[config.mk]
export PLATFORM = sky130hd
export DESIGN_NAME = zxuno_io_top
export DESIGN_NICKNAME = d
export VERILOG_FILES = /design/src/zxuno_cfg_pkg.sv /design/src/zxuno_bus_pkg.sv /design/src/zxuno_io_top.sv /design/src/cpu_read_mux.sv /design/src/devopts_ay_decode.sv /design/src/video_ctrl_regs.sv /design/src/zxuno_regs_port.sv /design/src/clock_enables.sv
export VERILOG_INCLUDE_DIRS = /design/src /design/src/src
export SDC_FILE = /design/constraint.sdc
export NUM_CORES = 1
export LEC_CHECK = 0
export BUFFER_PORTS_ARGS = -buffer_cell sky130_fd_sc_hd__buf_2
export CAP_MARGIN = 30
export CORE_ASPECT_RATIO = 0.8
export CORE_MARGIN = 4
export CORE_UTILIZATION = 32
export CTS_CLUSTER_DIAMETER = 60
export DETAILED_ROUTE_END_ITERATION = 10
export SLEW_MARGIN = 10
export SYNTH_ARGS = -nofsm -noshare
export SYNTH_HDL_FRONTEND = slang
export SYNTH_SLANG_ARGS = --single-unit
[constraint.sdc]
create_clock -name sysclk -period 2.33 [get_ports sysclk]
set_clock_uncertainty 0.05 [all_clocks]
set_input_delay 0.1165 -clock sysclk [delete_from_list [all_inputs] [get_ports sysclk]]
set_output_delay 0.1165 -clock sysclk [all_outputs]
set_load 0.02 [all_outputs]
[src/zxuno_macros.svh]
`ifndef ZXUNO_MACROS_SVH
`define ZXUNO_MACROS_SVH

// --------------------------------------------------------------------------
// zx-uno register ports, full 16-bit decode
// --------------------------------------------------------------------------
`define ZXUNO_ADDR_PORT    16'hFC3B
`define ZXUNO_DATA_PORT    16'hFD3B

// register numbers behind the data port
`define REG_SCANDBL        8'h0B
`define REG_RASTER_LINE    8'h0C
`define REG_RASTER_CTRL    8'h0D
`define REG_DEVOPTIONS     8'h0E

// raster line after reset, i.e. no line selected
`define RASTER_LINE_RESET  9'h1FF

// value on the data bus when nobody drives it
`define BUS_IDLE_DATA      8'hFF

// --------------------------------------------------------------------------
// field positions inside the registers
// --------------------------------------------------------------------------
`define SCANDBL_VGA_BIT    0
`define SCANDBL_SCANL_BIT  1
`define SCANDBL_FREQ_MSB   4
`define SCANDBL_FREQ_LSB   2
`define SCANDBL_SPEED_MSB  7
`define SCANDBL_SPEED_LSB  6
`define RCTRL_LINE8_BIT    0
`define RCTRL_VRET_BIT     1
`define RCTRL_EN_BIT       2

// ay port decode, a15 for bdir, a15 and a14 for bc1
`define AY_ADDR_BDIR_BIT   15
`define AY_ADDR_BC1_BIT    14
`define AY_PORT_LSBS       2'b01

// last phase of the 28 MHz divider, where the 3.5 MHz enable fires
`define CLKEN_PHASE_LAST   3'd7

`endif
[src/zxuno_cfg_pkg.sv]
package zxuno_cfg_pkg;

  // cpu clock selection, encoded as in bits 7:6 of register 0b
  typedef enum logic [1:0] {
    speed_3m5 = 2'd0,
    speed_7m  = 2'd1,
    speed_14m = 2'd2,
    speed_28m = 2'd3
  } cpu_speed_e;

  // --------------------------------------------------------------------------
  // configuration outputs
  // --------------------------------------------------------------------------

  // scandoubler and cpu speed, register 0b
  typedef struct packed {
    logic       vga_enable;
    logic       scanlines_enable;
    logic [2:0] freq_option;
    cpu_speed_e cpu_speed;
  } scandbl_t;

  // raster interrupt, registers 0c and 0d
  typedef struct packed {
    logic [8:0] line;
    logic       vretrace_disable;
    logic       enable;
  } raster_cfg_t;

  // device options, register 0e
  // packed order is the register bit order, disable_ay ends up in bit 0
  typedef struct packed {
    logic disable_mixer;
    logic disable_specdrum;
    logic disable_ulaplus;
    logic disable_timexscr;
    logic disable_spisd;
    logic disable_1ffd;
    logic disable_turboay;
    logic disable_ay;
  } devopts_t;

  // clock enables derived from the 28 MHz sysclk
  typedef struct packed {
    logic clk14en;
    logic clk7en;
    logic clk35en;
    logic clkcpu_enable;
  } clk_en_t;

endpackage

[src/zxuno_bus_pkg.sv]
package zxuno_bus_pkg;

  // --------------------------------------------------------------------------
  // plain widths of the z80 i/o bus
  // --------------------------------------------------------------------------

  // 16-bit port address
  typedef logic [15:0] cpu_addr_t;

  // one data byte, both directions
  typedef logic [7:0] cpu_data_t;

  // zx-uno register number, as written to fc3b
  typedef logic [7:0] zxreg_num_t;

  // --------------------------------------------------------------------------
  // bundles
  // --------------------------------------------------------------------------

  // cpu side of the bus, strobes active low
  typedef struct packed {
    cpu_addr_t addr;
    cpu_data_t dout;     // data driven by the cpu
    logic      iorq_n;
    logic      rd_n;
    logic      wr_n;
  } io_bus_t;

  // register access towards the register blocks
  // rd is a level, wr_stb lasts one cycle per data-port write
  typedef struct packed {
    zxreg_num_t num;
    cpu_data_t  data;
    logic       rd;
    logic       wr_stb;
  } reg_access_t;

  // one read-back source for the cpu mux
  typedef struct packed {
    cpu_data_t data;
    logic      oe;
  } rd_src_t;

endpackage

[src/zxuno_io_top.sv]
`timescale 1ns/1ps

module zxuno_io_top (
  input  logic                       sysclk,
  input  logic                       rst,
  input  zxuno_bus_pkg::io_bus_t     bus,
  output zxuno_bus_pkg::cpu_data_t   cpu_din,
  output logic                       cpu_oe,
  output zxuno_cfg_pkg::clk_en_t     clk_en,
  output zxuno_cfg_pkg::scandbl_t    scandbl,
  output zxuno_cfg_pkg::raster_cfg_t raster,
  output zxuno_cfg_pkg::devopts_t    devopts,
  output logic                       ay_bdir,
  output logic                       ay_bc1
);

  import zxuno_bus_pkg::*;

  // register access from the port block
  reg_access_t reg_access;

  // read-back sources
  rd_src_t addr_rd;
  rd_src_t video_rd;
  rd_src_t devopts_rd;

  // --------------------------------------------------------------------------
  // clocking
  // --------------------------------------------------------------------------
  clock_enables u_clock_enables (
    .sysclk    (sysclk),
    .rst       (rst),
    .cpu_speed (scandbl.cpu_speed),
    .clk_en    (clk_en)
  );

  // --------------------------------------------------------------------------
  // register ports and register groups
  // --------------------------------------------------------------------------
  zxuno_regs_port u_regs_port (
    .sysclk     (sysclk),
    .rst        (rst),
    .bus        (bus),
    .reg_access (reg_access),
    .addr_rd    (addr_rd)
  );

  video_ctrl_regs u_video_ctrl_regs (
    .sysclk     (sysclk),
    .rst        (rst),
    .reg_access (reg_access),
    .scandbl    (scandbl),
    .raster     (raster),
    .rd         (video_rd)
  );

  // options plus the ay decode they gate
  devopts_ay_decode u_devopts_ay (
    .sysclk     (sysclk),
    .rst        (rst),
    .bus        (bus),
    .reg_access (reg_access),
    .devopts    (devopts),
    .rd         (devopts_rd),
    .ay_bdir    (ay_bdir),
    .ay_bc1     (ay_bc1)
  );

  // data back to the cpu
  cpu_read_mux u_cpu_read_mux (
    .addr_rd    (addr_rd),
    .video_rd   (video_rd),
    .devopts_rd (devopts_rd),
    .cpu_din    (cpu_din),
    .cpu_oe     (cpu_oe)
  );

endmodule

[src/cpu_read_mux.sv]
`timescale 1ns/1ps
`include "zxuno_macros.svh"

module cpu_read_mux (
  input  zxuno_bus_pkg::rd_src_t    addr_rd,
  input  zxuno_bus_pkg::rd_src_t    video_rd,
  input  zxuno_bus_pkg::rd_src_t    devopts_rd,
  output zxuno_bus_pkg::cpu_data_t  cpu_din,
  output logic                      cpu_oe
);

  // --------------------------------------------------------------------------
  // priority select, first source with oe wins
  // --------------------------------------------------------------------------
  always_comb begin
    cpu_oe = 1'b1;
    case (1'b1)
      // address port first
      addr_rd.oe: begin
        cpu_din = addr_rd.data;
      end
      // then 0b..0d
      video_rd.oe: begin
        cpu_din = video_rd.data;
      end
      // then 0e
      devopts_rd.oe: begin
        cpu_din = devopts_rd.data;
      end
      // nobody claims the bus, pull-ups
      default: begin
        cpu_din = `BUS_IDLE_DATA;
        cpu_oe  = 1'b0;
      end
    endcase
  end

endmodule

[src/devopts_ay_decode.sv]
`timescale 1ns/1ps
`include "zxuno_macros.svh"

module devopts_ay_decode (
  input  logic                       sysclk,
  input  logic                       rst,
  input  zxuno_bus_pkg::io_bus_t     bus,
  input  zxuno_bus_pkg::reg_access_t reg_access,
  output zxuno_cfg_pkg::devopts_t    devopts,
  output zxuno_bus_pkg::rd_src_t     rd,
  output logic                       ay_bdir,
  output logic                       ay_bc1
);

  import zxuno_cfg_pkg::*;

  // register 0e selected
  logic hit;

  // common part of the ay port decode
  logic ay_sel;

  assign hit = (reg_access.num == `REG_DEVOPTIONS);

  // --------------------------------------------------------------------------
  // device option register
  // --------------------------------------------------------------------------
  always_ff @(posedge sysclk) begin
    if (rst) begin
      devopts <= '0;
    end else if (reg_access.wr_stb && hit) begin
      // struct order matches the register bits
      devopts <= devopts_t'(reg_access.data);
    end
  end

  // read-back, whole byte
  always_comb begin
    rd.data = devopts;
    rd.oe   = reg_access.rd & hit;
  end

  // --------------------------------------------------------------------------
  // ay bus decode
  //   bdir bc1
  //    0    0   inactive
  //    0    1   read
  //    1    0   write
  //    1    1   latch address
  // --------------------------------------------------------------------------
  assign ay_sel = bus.addr[`AY_ADDR_BDIR_BIT] &
                  (bus.addr[1:0] == `AY_PORT_LSBS) &
                  ~bus.iorq_n &
                  ~devopts.disable_ay;

  // write or address latch
  assign ay_bdir = ay_sel & ~bus.wr_n;

  // a14 selects register/read side
  assign ay_bc1 = ay_sel & bus.addr[`AY_ADDR_BC1_BIT];

endmodule

[src/video_ctrl_regs.sv]
`timescale 1ns/1ps
`include "zxuno_macros.svh"

module video_ctrl_regs (
  input  logic                       sysclk,
  input  logic                       rst,
  input  zxuno_bus_pkg::reg_access_t reg_access,
  output zxuno_cfg_pkg::scandbl_t    scandbl,
  output zxuno_cfg_pkg::raster_cfg_t raster,
  output zxuno_bus_pkg::rd_src_t     rd
);

  import zxuno_cfg_pkg::*;

  // register hits
  logic hit_scandbl;
  logic hit_rline;
  logic hit_rctrl;

  assign hit_scandbl = (reg_access.num == `REG_SCANDBL);
  assign hit_rline   = (reg_access.num == `REG_RASTER_LINE);
  assign hit_rctrl   = (reg_access.num == `REG_RASTER_CTRL);

  // --------------------------------------------------------------------------
  // register writes
  // --------------------------------------------------------------------------
  always_ff @(posedge sysclk) begin
    if (rst) begin
      scandbl.vga_enable       <= 1'b0;
      scandbl.scanlines_enable <= 1'b0;
      scandbl.freq_option      <= 3'd0;
      scandbl.cpu_speed        <= speed_3m5;
      raster.line              <= `RASTER_LINE_RESET;
      raster.vretrace_disable  <= 1'b0;
      raster.enable            <= 1'b0;
    end else if (reg_access.wr_stb) begin
      // 0b, bit 5 is not stored
      if (hit_scandbl) begin
        scandbl.vga_enable       <= reg_access.data[`SCANDBL_VGA_BIT];
        scandbl.scanlines_enable <= reg_access.data[`SCANDBL_SCANL_BIT];
        scandbl.freq_option      <= reg_access.data[`SCANDBL_FREQ_MSB:`SCANDBL_FREQ_LSB];
        scandbl.cpu_speed        <=
          cpu_speed_e'(reg_access.data[`SCANDBL_SPEED_MSB:`SCANDBL_SPEED_LSB]);
      end
      // 0c, low byte of the line
      if (hit_rline) begin
        raster.line[7:0] <= reg_access.data;
      end
      // 0d, line msb plus the two flags
      if (hit_rctrl) begin
        raster.line[8]          <= reg_access.data[`RCTRL_LINE8_BIT];
        raster.vretrace_disable <= reg_access.data[`RCTRL_VRET_BIT];
        raster.enable           <= reg_access.data[`RCTRL_EN_BIT];
      end
    end
  end

  // --------------------------------------------------------------------------
  // read-back, unused bits zero
  // --------------------------------------------------------------------------
  always_comb begin
    rd.data = 8'h00;
    rd.oe   = reg_access.rd & (hit_scandbl | hit_rline | hit_rctrl);
    if (hit_scandbl) begin
      rd.data[`SCANDBL_VGA_BIT]                     = scandbl.vga_enable;
      rd.data[`SCANDBL_SCANL_BIT]                   = scandbl.scanlines_enable;
      rd.data[`SCANDBL_FREQ_MSB:`SCANDBL_FREQ_LSB]   = scandbl.freq_option;
      rd.data[`SCANDBL_SPEED_MSB:`SCANDBL_SPEED_LSB] = scandbl.cpu_speed;
    end else if (hit_rline) begin
      rd.data = raster.line[7:0];
    end else if (hit_rctrl) begin
      rd.data[`RCTRL_LINE8_BIT] = raster.line[8];
      rd.data[`RCTRL_VRET_BIT]  = raster.vretrace_disable;
      rd.data[`RCTRL_EN_BIT]    = raster.enable;
    end
  end

endmodule

[src/zxuno_regs_port.sv]
`timescale 1ns/1ps
`include "zxuno_macros.svh"

module zxuno_regs_port (
  input  logic                       sysclk,
  input  logic                       rst,
  input  zxuno_bus_pkg::io_bus_t     bus,
  output zxuno_bus_pkg::reg_access_t reg_access,
  output zxuno_bus_pkg::rd_src_t     addr_rd
);

  import zxuno_bus_pkg::*;

  // port decode
  logic addr_sel;
  logic data_sel;

  // bus cycle levels
  logic io_rd;
  logic io_wr;

  // write level seen at the previous edge
  logic wr_q;
  logic wr_start;

  // current register number, fc3b
  zxreg_num_t reg_num;

  // strobe and what it carries
  logic       wr_stb;
  zxreg_num_t stb_num;
  cpu_data_t  stb_data;

  // --------------------------------------------------------------------------
  // decode
  // --------------------------------------------------------------------------
  assign addr_sel = (bus.addr == `ZXUNO_ADDR_PORT);
  assign data_sel = (bus.addr == `ZXUNO_DATA_PORT);
  assign io_rd    = ~bus.iorq_n & ~bus.rd_n;
  assign io_wr    = ~bus.iorq_n & ~bus.wr_n;

  // first sampled cycle of a write, the rest of a held access is ignored
  assign wr_start = io_wr & ~wr_q;

  // --------------------------------------------------------------------------
  // control state
  // --------------------------------------------------------------------------
  always_ff @(posedge sysclk) begin
    if (rst) begin
      wr_q    <= 1'b0;
      wr_stb  <= 1'b0;
      reg_num <= '0;
    end else begin
      wr_q   <= io_wr;
      wr_stb <= wr_start & data_sel;
      // address port takes effect right at the sampling edge
      if (wr_start && addr_sel) begin
        reg_num <= bus.dout;
      end
    end
  end

  // captured number and data for the strobe cycle
  always_ff @(posedge sysclk) begin
    if (wr_start && data_sel) begin
      stb_num  <= reg_num;
      stb_data <= bus.dout;
    end
  end

  // --------------------------------------------------------------------------
  // outputs
  // --------------------------------------------------------------------------
  always_comb begin
    reg_access.num    = wr_stb ? stb_num : reg_num;
    reg_access.data   = stb_data;
    reg_access.rd     = data_sel & io_rd;
    reg_access.wr_stb = wr_stb;
  end

  // read-back of the register number
  always_comb begin
    addr_rd.data = reg_num;
    addr_rd.oe   = addr_sel & io_rd;
  end

endmodule

[src/clock_enables.sv]
`timescale 1ns/1ps
`include "zxuno_macros.svh"

module clock_enables (
  input  logic                       sysclk,
  input  logic                       rst,
  input  zxuno_cfg_pkg::cpu_speed_e  cpu_speed,
  output zxuno_cfg_pkg::clk_en_t     clk_en
);

  import zxuno_cfg_pkg::*;

  // free-running phase of sysclk, one period of the 3.5 MHz enable
  logic [2:0] phase;

  // speed actually used for the cpu enable
  cpu_speed_e speed_q;

  // last phase, all enables line up here
  logic boundary;

  assign boundary = (phase == `CLKEN_PHASE_LAST);

  // --------------------------------------------------------------------------
  // divider and speed switch
  // --------------------------------------------------------------------------
  always_ff @(posedge sysclk) begin
    if (rst) begin
      phase   <= 3'd0;
      speed_q <= speed_3m5;
    end else begin
      phase <= phase + 3'd1;
      // new speed starts with phase 0, so no short cpu period
      if (boundary) begin
        speed_q <= cpu_speed;
      end
    end
  end

  // --------------------------------------------------------------------------
  // enables
  // --------------------------------------------------------------------------
  always_comb begin
    clk_en.clk14en = phase[0];
    clk_en.clk7en  = (phase[1:0] == 2'b11);
    clk_en.clk35en = boundary;
    // cpu follows one of the pixel enables
    case (speed_q)
      speed_3m5: clk_en.clkcpu_enable = clk_en.clk35en;
      speed_7m:  clk_en.clkcpu_enable = clk_en.clk7en;
      speed_14m: clk_en.clkcpu_enable = clk_en.clk14en;
      default:   clk_en.clkcpu_enable = 1'b1;
    endcase
  end

endmodule

* Word level (Yosys, flattened, before mapping)
Cells that the tools add are included.
** Storage, ports and cells
- Input port bits :: 29
- Bits in registers :: 57
** Operators by class
- Bitwise operators :: 20
- Multiplexer cells :: 14
- Reduce and logical (&&, ||, !) cells :: 7
- Add/sub/neg operators :: 1
- Equal/unequal tests :: 11
** Operators by type and width (count)
- $eq A16 B16 Y1 const B :: 2
- $eq A8 B4 Y1 const B :: 4
- $mux W8 :: 4
- $and A1 B1 Y1 :: 13
- $mux W5 :: 2
- $mux W3 :: 2
- $reduce_and A2 Y1 :: 3
- $not A1 Y1 :: 5
- $eq A2 B1 Y1 const B :: 2
- $eq A2 B2 Y1 const B :: 2
- $mux W1 :: 4
- $add A3 B1 Y3 const B :: 1
- $eq A3 B3 Y1 const B :: 1
- $logic_and A1 B1 Y1 :: 3
- $pmux W1 S3 :: 1
- $logic_not A2 Y1 :: 1
- $mux W2 :: 1
- $or A1 B1 Y1 :: 2

* Logic depth before layout (Yosys ltp)
Gate-level depths: netlist of the first run.
- Word-level depth :: 7
- Depth in mapped cells :: 7

* By module
From an unflattened synthesis of the first run, not the netlist that was laid out.
** Second synthesis, totals
- Cell total of the unflattened synthesis :: 307
- Area, all modules :: 3160.5 µm²
** Modules (own cells, without submodules)
- zxuno_regs_port :: cells each 78, instances 1, area an instance 1076.0 µm², sequential area each 680.7 µm²
- video_ctrl_regs :: cells each 123, instances 1, area an instance 1069.8 µm², sequential area each 360.3 µm²
- devopts_ay_decode :: cells each 51, instances 1, area an instance 475.5 µm², sequential area each 160.2 µm²
- cpu_read_mux :: cells each 36, instances 1, area an instance 331.6 µm², sequential area each 0.0 µm²
- clock_enables :: cells each 19, instances 1, area an instance 207.7 µm², sequential area each 100.1 µm²

* Worst setup path before layout of the first run
Ideal clock, no wire load.
- Path kind :: in2reg
- Start point :: input port bus[17] (netlist name)
- End point :: register u_regs_port.stb_data[0], enable pin
- Buffers on the path :: 0
- Stages on the path :: 4
- Arrival time :: 1.779 ns
- Slack :: 0.112 ns
- Required time :: 1.892 ns
- Cells stage by stage :: and4bb_1 nand3_1 or4_1 nor2_1
** Between the ends
- Cells in the longest elaborated chain, start to end :: 2
** RTL lines
- start, declared :: line zxuno_io_top.sv:6 : input zxuno_bus_pkg::io_bus_t bus,
- $eq A16 B16 Y1 (no line)
- $logic_and A1 B1 Y1 :: line zxuno_regs_port.sv:65 : if (wr_start && data_sel) begin
- end signal, assigned :: line zxuno_regs_port.sv:67 : stb_data <= bus.dout;
- end, declared :: line zxuno_regs_port.sv:32 : cpu_data_t stb_data;
No other way between the ends.
A chain may end at the register's enable or synchronous reset.

* Final worst setup path of the first run
- Start point :: register u_regs_port.stb_num[4]
- End point :: output port cpu_din[2]
** Between the ends
- Cells in the longest elaborated chain, start to end :: 7
- Elaborated cells between the ends (all ways) :: 15
- Classes of those cells :: eq/ne (4); mux (7); bitwise (4)
** RTL lines
- start, declared :: line zxuno_regs_port.sv:31 : zxreg_num_t stb_num;
- start signal, assigned :: line zxuno_regs_port.sv:66 : stb_num <= reg_num;
- $mux W8 (*) :: line zxuno_regs_port.sv:75 : reg_access.num = wr_stb ? stb_num : reg_num;
- $eq A8 B4 Y1 (no line)
- $mux W3 / $or A1 B1 Y1 (equally long branches) :: line video_ctrl_regs.sv:71, video_ctrl_regs.sv:63
- $mux W3 / $or A1 B1 Y1 (equally long branches) :: line video_ctrl_regs.sv:69, video_ctrl_regs.sv:63
- $mux W5 / $and A1 B1 Y1 (equally long branches) :: line video_ctrl_regs.sv:64, video_ctrl_regs.sv:63
- $mux W8 (*) (2 in series) :: line cpu_read_mux.sv:17 : case (1'b1)
- end, declared :: line zxuno_io_top.sv:7 : output zxuno_bus_pkg::cpu_data_t cpu_din,
Every way passes the cells marked *; elsewhere a longest branch is shown, timed or not.

==> results_dict.tcl, run 1 <==
set metrics [dict create \
    status "completed" \
    p_seq_share_pct 46.3 \
    ant_nets 0 \
    io_pins 70 \
    synth_top_area_share_pct 31.1 \
    portBuffers 69 \
    start_kind "flop" \
    period_needed_ns 2.22 \
    htree_levels 3 \
    clk_latency_ns 0.33 \
    hp-class "in2reg" \
    antenna_cells 0 \
    final_util_pct 44.4 \
    overflow 0 \
    regArea_mm2 0.00131 \
    hold_viol_final 0 \
    syn_to_final_growth_pct 34.5 \
    combPwrFrac_pct 4.0 \
    dr.pass1.iters 4 \
    crit_type "reg2out" \
    setup_viol 0 \
    clock.fmax_ghz 0.451 \
    syn-num-nets 280 \
    slew_violations 0 \
    drt_wl_total_mm 7.45 \
    clk_pin_slew_ns 0.06 \
    p_sw_mw 0.439 \
    antenna_found_initial 0 \
    multi_input_area_mm2 0.00132 \
    slew_headroom_pct 45.8 \
    finalWeightedCongestion 0.781 \
    wl_per_cell_um 16.5 \
    dieArea_mm2 0.00976 \
    required_ns 2.16 \
    nFillCells 780 \
    power_leakage_nw 1.49 \
    grtUsageTotal_pct 15.6 \
    netlist_area_mm2 0.00264 \
    clkPwrFrac_pct 49.7 \
    clk_path_buf_depth 2 \
    die_h_um 89.2 \
    initial_core_util_pct 33.0 \
    numCtsBuffers 9 \
    pwr_density_cell_mw_per_mm2 622 \
    ys_types 46 \
    ys_seq_elements 57 \
    ctsRootBufferMaster "clkbuf_8" \
    drc 0 \
    num_rows 29 \
    crit_path_end_kind "output port" \
    cts_sinks 57 \
    hpwlAfterDp_mm 5.39 \
    post-place-cells 421 \
    nNetsFinal 369 \
    netlist_instances 249 \
    yosysMostFrequentCell "dfxtp_1" \
    via_per_inst 5.10 \
    stdcell_count 451 \
    cap_viol_max_count 0 \
    crit_fanout 5 \
    dieWidth_um 109 \
    synthTopCellsByCount "41 x dfxtp_1, 38 x nor2_1, 29 x mux2i_1, 16 x edfxtp_1" \
    rsz0062_at_grt "yes" \
    drtIter0Drc 97 \
    ys.flop_type "dfxtp_1" \
    coreArea_mm2 0.00798 \
    seq_area_frac_synth_pct 49.4 \
    period_share_pct 95.1 \
    synth_area_per_cell_um2 10.6 \
    grt_pass1_wl_mm 11.3 \
    grt_max_degree 42 \
    cts_tree "done" \
    total_power_mw 2.20 \
    ys.warnings.count 0 \
    tightestPinTransition_ns 0.812 \
    grt_pass1_vias 2232 \
    synth-async-reset-ratio_pct 0 \
    synth.area.top_cells "dfxtp_1 31%, edfxtp_1 18%, mux2i_1 11%" \
    drive_above_1_share_pct 34.1 \
    synth_top_area_cell "dfxtp_1" \
    internal_power_mw 1.76 \
    critPathArrivalTime_ns 2.05 \
    vias 2302 \
    synth_edf_count 16 \
    swShare_pct 19.9 \
    vdd_drop_max_uv 354 \
]
layer usage:
layer  vias to the layer above  GRT usage, %  part of all wire [%]
li1                       1119             -                     -
met1                      1092          21.2                    47
met2                        81          22.8                    43
met3                        10          5.13                   8.4
met4                         0          6.12                   1.2
met5                         -             0                     0
final timing paths:
kind	end	cells past startpoint	start	slack (ns)
max	cpu_din[2]	6	u_regs_port.stb_num[4]$_DFFE_PP_	0.11
min	u_regs_port.wr_stb$_SDFF_PP0_	4	bus[22]	0.21
max reg2reg	u_devopts_ay.devopts[3]$_SDFFE_PP0P_	6	u_regs_port.stb_num[4]$_DFFE_PP_	0.45
min reg2reg	u_clock_enables.phase[0]$_SDFF_PP0_	1	u_clock_enables.phase[0]$_SDFF_PP0_	0.42
repair_timing:
| item | in CTS | in global routing |
|---|---|---|
| endpoints found under the setup margin | 8 | 8 |
| buffers inserted | 0 | 3 |
| pin swaps | 0 | 1 |
| resized for setup | 6 | 9 |
| gates cloned | 0 | 1 |
| hold endpoints to repair | 16 | 0 |
| hold buffers | 10 | 0 |
cell usage in the layout, fill, tap and decap left out, types with 3 or more instances in the layout:
master	count
clkbuf_8	9
a211o_1	9
nor2b_1	3
o311ai_0	3
nand2_1	6
nor4_4	3
nand3_1	6
buf_2	69
nor2_1	38
a2bb2oi_1	3
o211ai_1	5
mux2i_1	29
nand3b_1	3
and3_1	9
o21ai_0	4
a211oi_1	5
dfxtp_1	40
edfxtp_1	16
inv_1	3
dlygate4sd3_1	10
a21oi_1	3
bufinv_16	3
a22oi_1	4
buf_4	12
cells by family (layout without fill, tap and decap cells):
logic type / count (synthesis) / after routing / synth area share [%]
simple gates: 91 / 91 / 19.9
compound gates: 50 / 50 / 14.4
flops: 57 / 57 / 49.4
buf+inv: 17 / 110 / 2.94
mux: 32 / 33 / 12.4
fa+ha+maj: 2 / 2 / 0.950
power by group through the flow:
stage / registers [mW] / clock network [mW] / logic (mW)
floorplan: 1.04 / 0 / 0.0388
finish: 1.02 / 1.09 / 0.0880
CTS: 1.02 / 1.12 / 0.0877
detailed placement: 1.04 / 0 / 0.0749
global placement: 1.04 / 0 / 0.0739
global route: 1.02 / 1.17 / 0.0969
worst max-delay path, stage by stage, from the launching register on:
cell	delay [ns]
edfxtp_1	0.42
nor4_4	0.35
mux2_4	0.25
and2_2	0.23
a2bb2oi_1	0.09
o211ai_1	0.19
buf_2	0.20
registers in the layout, indices dropped and copies added (netlist names):
name and count:
u_video_ctrl_regs.raster 11, u_devopts_ay.devopts 8, u_regs_port.reg_num 8, u_regs_port.stb_data 8, u_regs_port.stb_num 8, u_video_ctrl_regs.scandbl 7, u_clock_enables.phase 3, u_clock_enables.speed_q 2
u_regs_port.wr_q 1, u_regs_port.wr_stb 1
cell type report:
type	instances	area share [%]
clock inverters	6	3.00
inverters	3	0.318
repair buffers	91	15.1
clock buffers	10	3.60
well taps	108	3.81
flip-flops and latches	57	36.8
multi-input cells	176	37.3
stage by stage:
step	TNS, ns	setup WS, ns	hold WS, ns	area, um2
after detailed placement	0	0.199	0.254	3120
after CTS	0	0.00130	0.194	3460
after global routing	-0.0153	-0.0153	0.214	3540
after global placement	0	0.227	0.255	3120
final	0	0.113	0.212	3540
after floorplan	0	0.112	0.138	2640
Note: power is estimated with default switching activity, not from simulation.
==> run 2: changes to the inputs <==
- CORE_MARGIN: 4 -> not set
==> results_dict.tcl, run 2 (synthesis gave the netlist of run 1 again) <==
set metrics [dict create \
    status "completed" \
    power_leakage_nw 1.47 \
    finalWeightedCongestion 0.851 \
    grt_max_degree 42 \
    ctsRootBufferMaster "clkbuf_8" \
    crit_chain "nor4_4, mux2_4, and2_2, a22oi_1, o211ai_1, buf_4" \
    largest_register "u_video_ctrl_regs.raster" \
    vias 2328 \
    htree_levels 3 \
    largest_reg_flops 11 \
    swShare_pct 21.8 \
    dr.pass1.iters 4 \
    path_buf_inv 1 \
    cap_viol_max_count 0 \
    critPathArrivalTime_ns 2.06 \
    pwr_density_cell_mw_per_mm2 537 \
    grt_pass1_wl_mm 11.2 \
    crit_family "simple AND/OR/NAND/NOR gates" \
    setup_viol 0 \
    syn_to_final_growth_pct 31.8 \
    num_rows 29 \
    crit_fanout 6 \
    drc 0 \
    nNetsFinal 370 \
    clk_pin_slew_ns 0.06 \
    hpwlAfterDp_mm 5.27 \
    vdd_drop_max_uv 358 \
    final_common_cell "buf_2" \
    combPwrFrac_pct 4.8 \
    wl_per_cell_um 16.4 \
    totalNegativeSetupSlack_ns 0 \
    numCtsBuffers 9 \
    via_per_inst 5.17 \
    clock.fmax_ghz 0.449 \
    coreArea_mm2 0.00795 \
    portBuffers 69 \
    critPathMaxStageDelay_ns 0.42 \
    drive_above_1_share_pct 33.3 \
    cts_tree "done" \
    grt_pass1_vias 2161 \
    antenna_found_initial 0 \
    overflow 0 \
    layout_common_cells "68 x buf_2, 40 x dfxtp_1, 38 x nor2_1" \
    clkPwrFrac_pct 40.3 \
    total_power_mw 1.86 \
    cts_sinks 57 \
    drtIter0Drc 145 \
    slew_violations 0 \
    crit_path_end_kind "output port" \
    clk_latency_ns 0.34 \
    slowest_stage "edfxtp_1" \
    grtUsageTotal_pct 17.8 \
    nFillCells 812 \
    dieWidth_um 103 \
    antenna_cells 0 \
    p_sw_mw 0.406 \
    internal_power_mw 1.46 \
    tightestPinTransition_ns 0.788 \
    slew_headroom_pct 47.5 \
    io_pins 70 \
    ant_nets 0 \
    required_ns 2.16 \
    drt_wl_total_mm 7.37 \
    hold_viol_final 0 \
    dieArea_mm2 0.00860 \
    rsz0062_at_grt "no" \
    period_share_pct 95.6 \
    hp-class "in2reg" \
    die_h_um 83.2 \
    crit_type "reg2out" \
    p_seq_share_pct 54.8 \
    clk_path_buf_depth 2 \
    start_kind "flop" \
    period_needed_ns 2.23 \
    initial_core_util_pct 33.2 \
]
==> run 2: cell types whose count changed in the layout (fill, tap and decap cells not counted) <==
cell,change
bufinv_16,-3
buf_4,+2
buf_2,-1
clkbuf_1,+1
clkbuf_8,+1
clkinv_1,+1
clkinv_2,-1
clkinvlp_4,-1
o21ai_0,-1
o21ai_1,+1
==> run 2: repair_timing <==
item | in CTS | in global routing
setup endpoints to repair | 8 | 7
hold buffers | 10 | 0
pin swaps | 0 | 3
hold endpoints to repair | 16 | 0
buffers inserted | 0 | 2
resized for setup | 6 | 11
cloned | 0 | 1
==> run 2: metal layers <==
layer | GRT usage, % | wire length, um | vias to the layer above
li1 | - | - | 1114
met1 | 26.7 | 3590 | 1111
met2 | 24.2 | 3120 | 95
met3 | 4.97 | 580 | 8
met4 | 5.76 | 78 | 0
met5 | 0 | 0 | -
==> run 2: area by class of cell <==
class	instances	area (um2)	area share, %
tap	108	135	3.89
clock buffer	12	145	4.18
multi-input combinational	176	1320	38.1
sequential	57	1310	37.6
clock inverter	2	7.51	0.216
inverter	3	11.3	0.324
timing repair buffer	92	546	15.7
==> run 2: power groups by stage <==
stage | clock network, mW | registers (mW) | logic [mW]
after floorplan | 0 | 1.04 | 0.0388
after global placement | 0 | 1.04 | 0.0754
after detailed placement | 0 | 1.04 | 0.0768
after CTS | 0.774 | 1.02 | 0.0896
after global routing | 0.826 | 1.02 | 0.101
final | 0.752 | 1.02 | 0.0903
==> run 2: worst register-to-register path, stage by stage (launching register included) <==
cell	delay (ns)
edfxtp_1	0.42
nor4_4	0.32
buf_4	0.16
and2_1	0.32
and2_1	0.22
buf_4	0.17
mux2i_1	0.24
nor2_1	0.06
==> run 2: worst paths after layout <==
path,startpoint,cells past startpoint,slack (ns),end
worst min register to register,u_clock_enables.phase[0]$_SDFF_PP0_,1,0.42,u_clock_enables.phase[0]$_SDFF_PP0_
worst max register to register,u_regs_port.stb_num[7]$_DFFE_PP_,7,0.23,u_devopts_ay.devopts[6]$_SDFFE_PP0P_
worst min-delay path,bus[0],4,0.19,u_regs_port.wr_stb$_SDFF_PP0_
worst max-delay path,u_regs_port.stb_num[7]$_DFFE_PP_,6,0.10,cpu_din[3]
==> run 2: per-stage QoR <==
step	setup WS [ns]	std cells	cell area (um2)	hold WS [ns]	util (%)
after floorplan	0.112	249	2640	0.138	-
after global placement	0.177	423	3130	0.252	39.4
after detailed placement	0.180	423	3130	0.256	39.4
after CTS	0.000770	447	3400	0.175	42.8
after global routing	0.00355	450	3470	0.194	43.7
final	0.102	450	3470	0.187	43.7
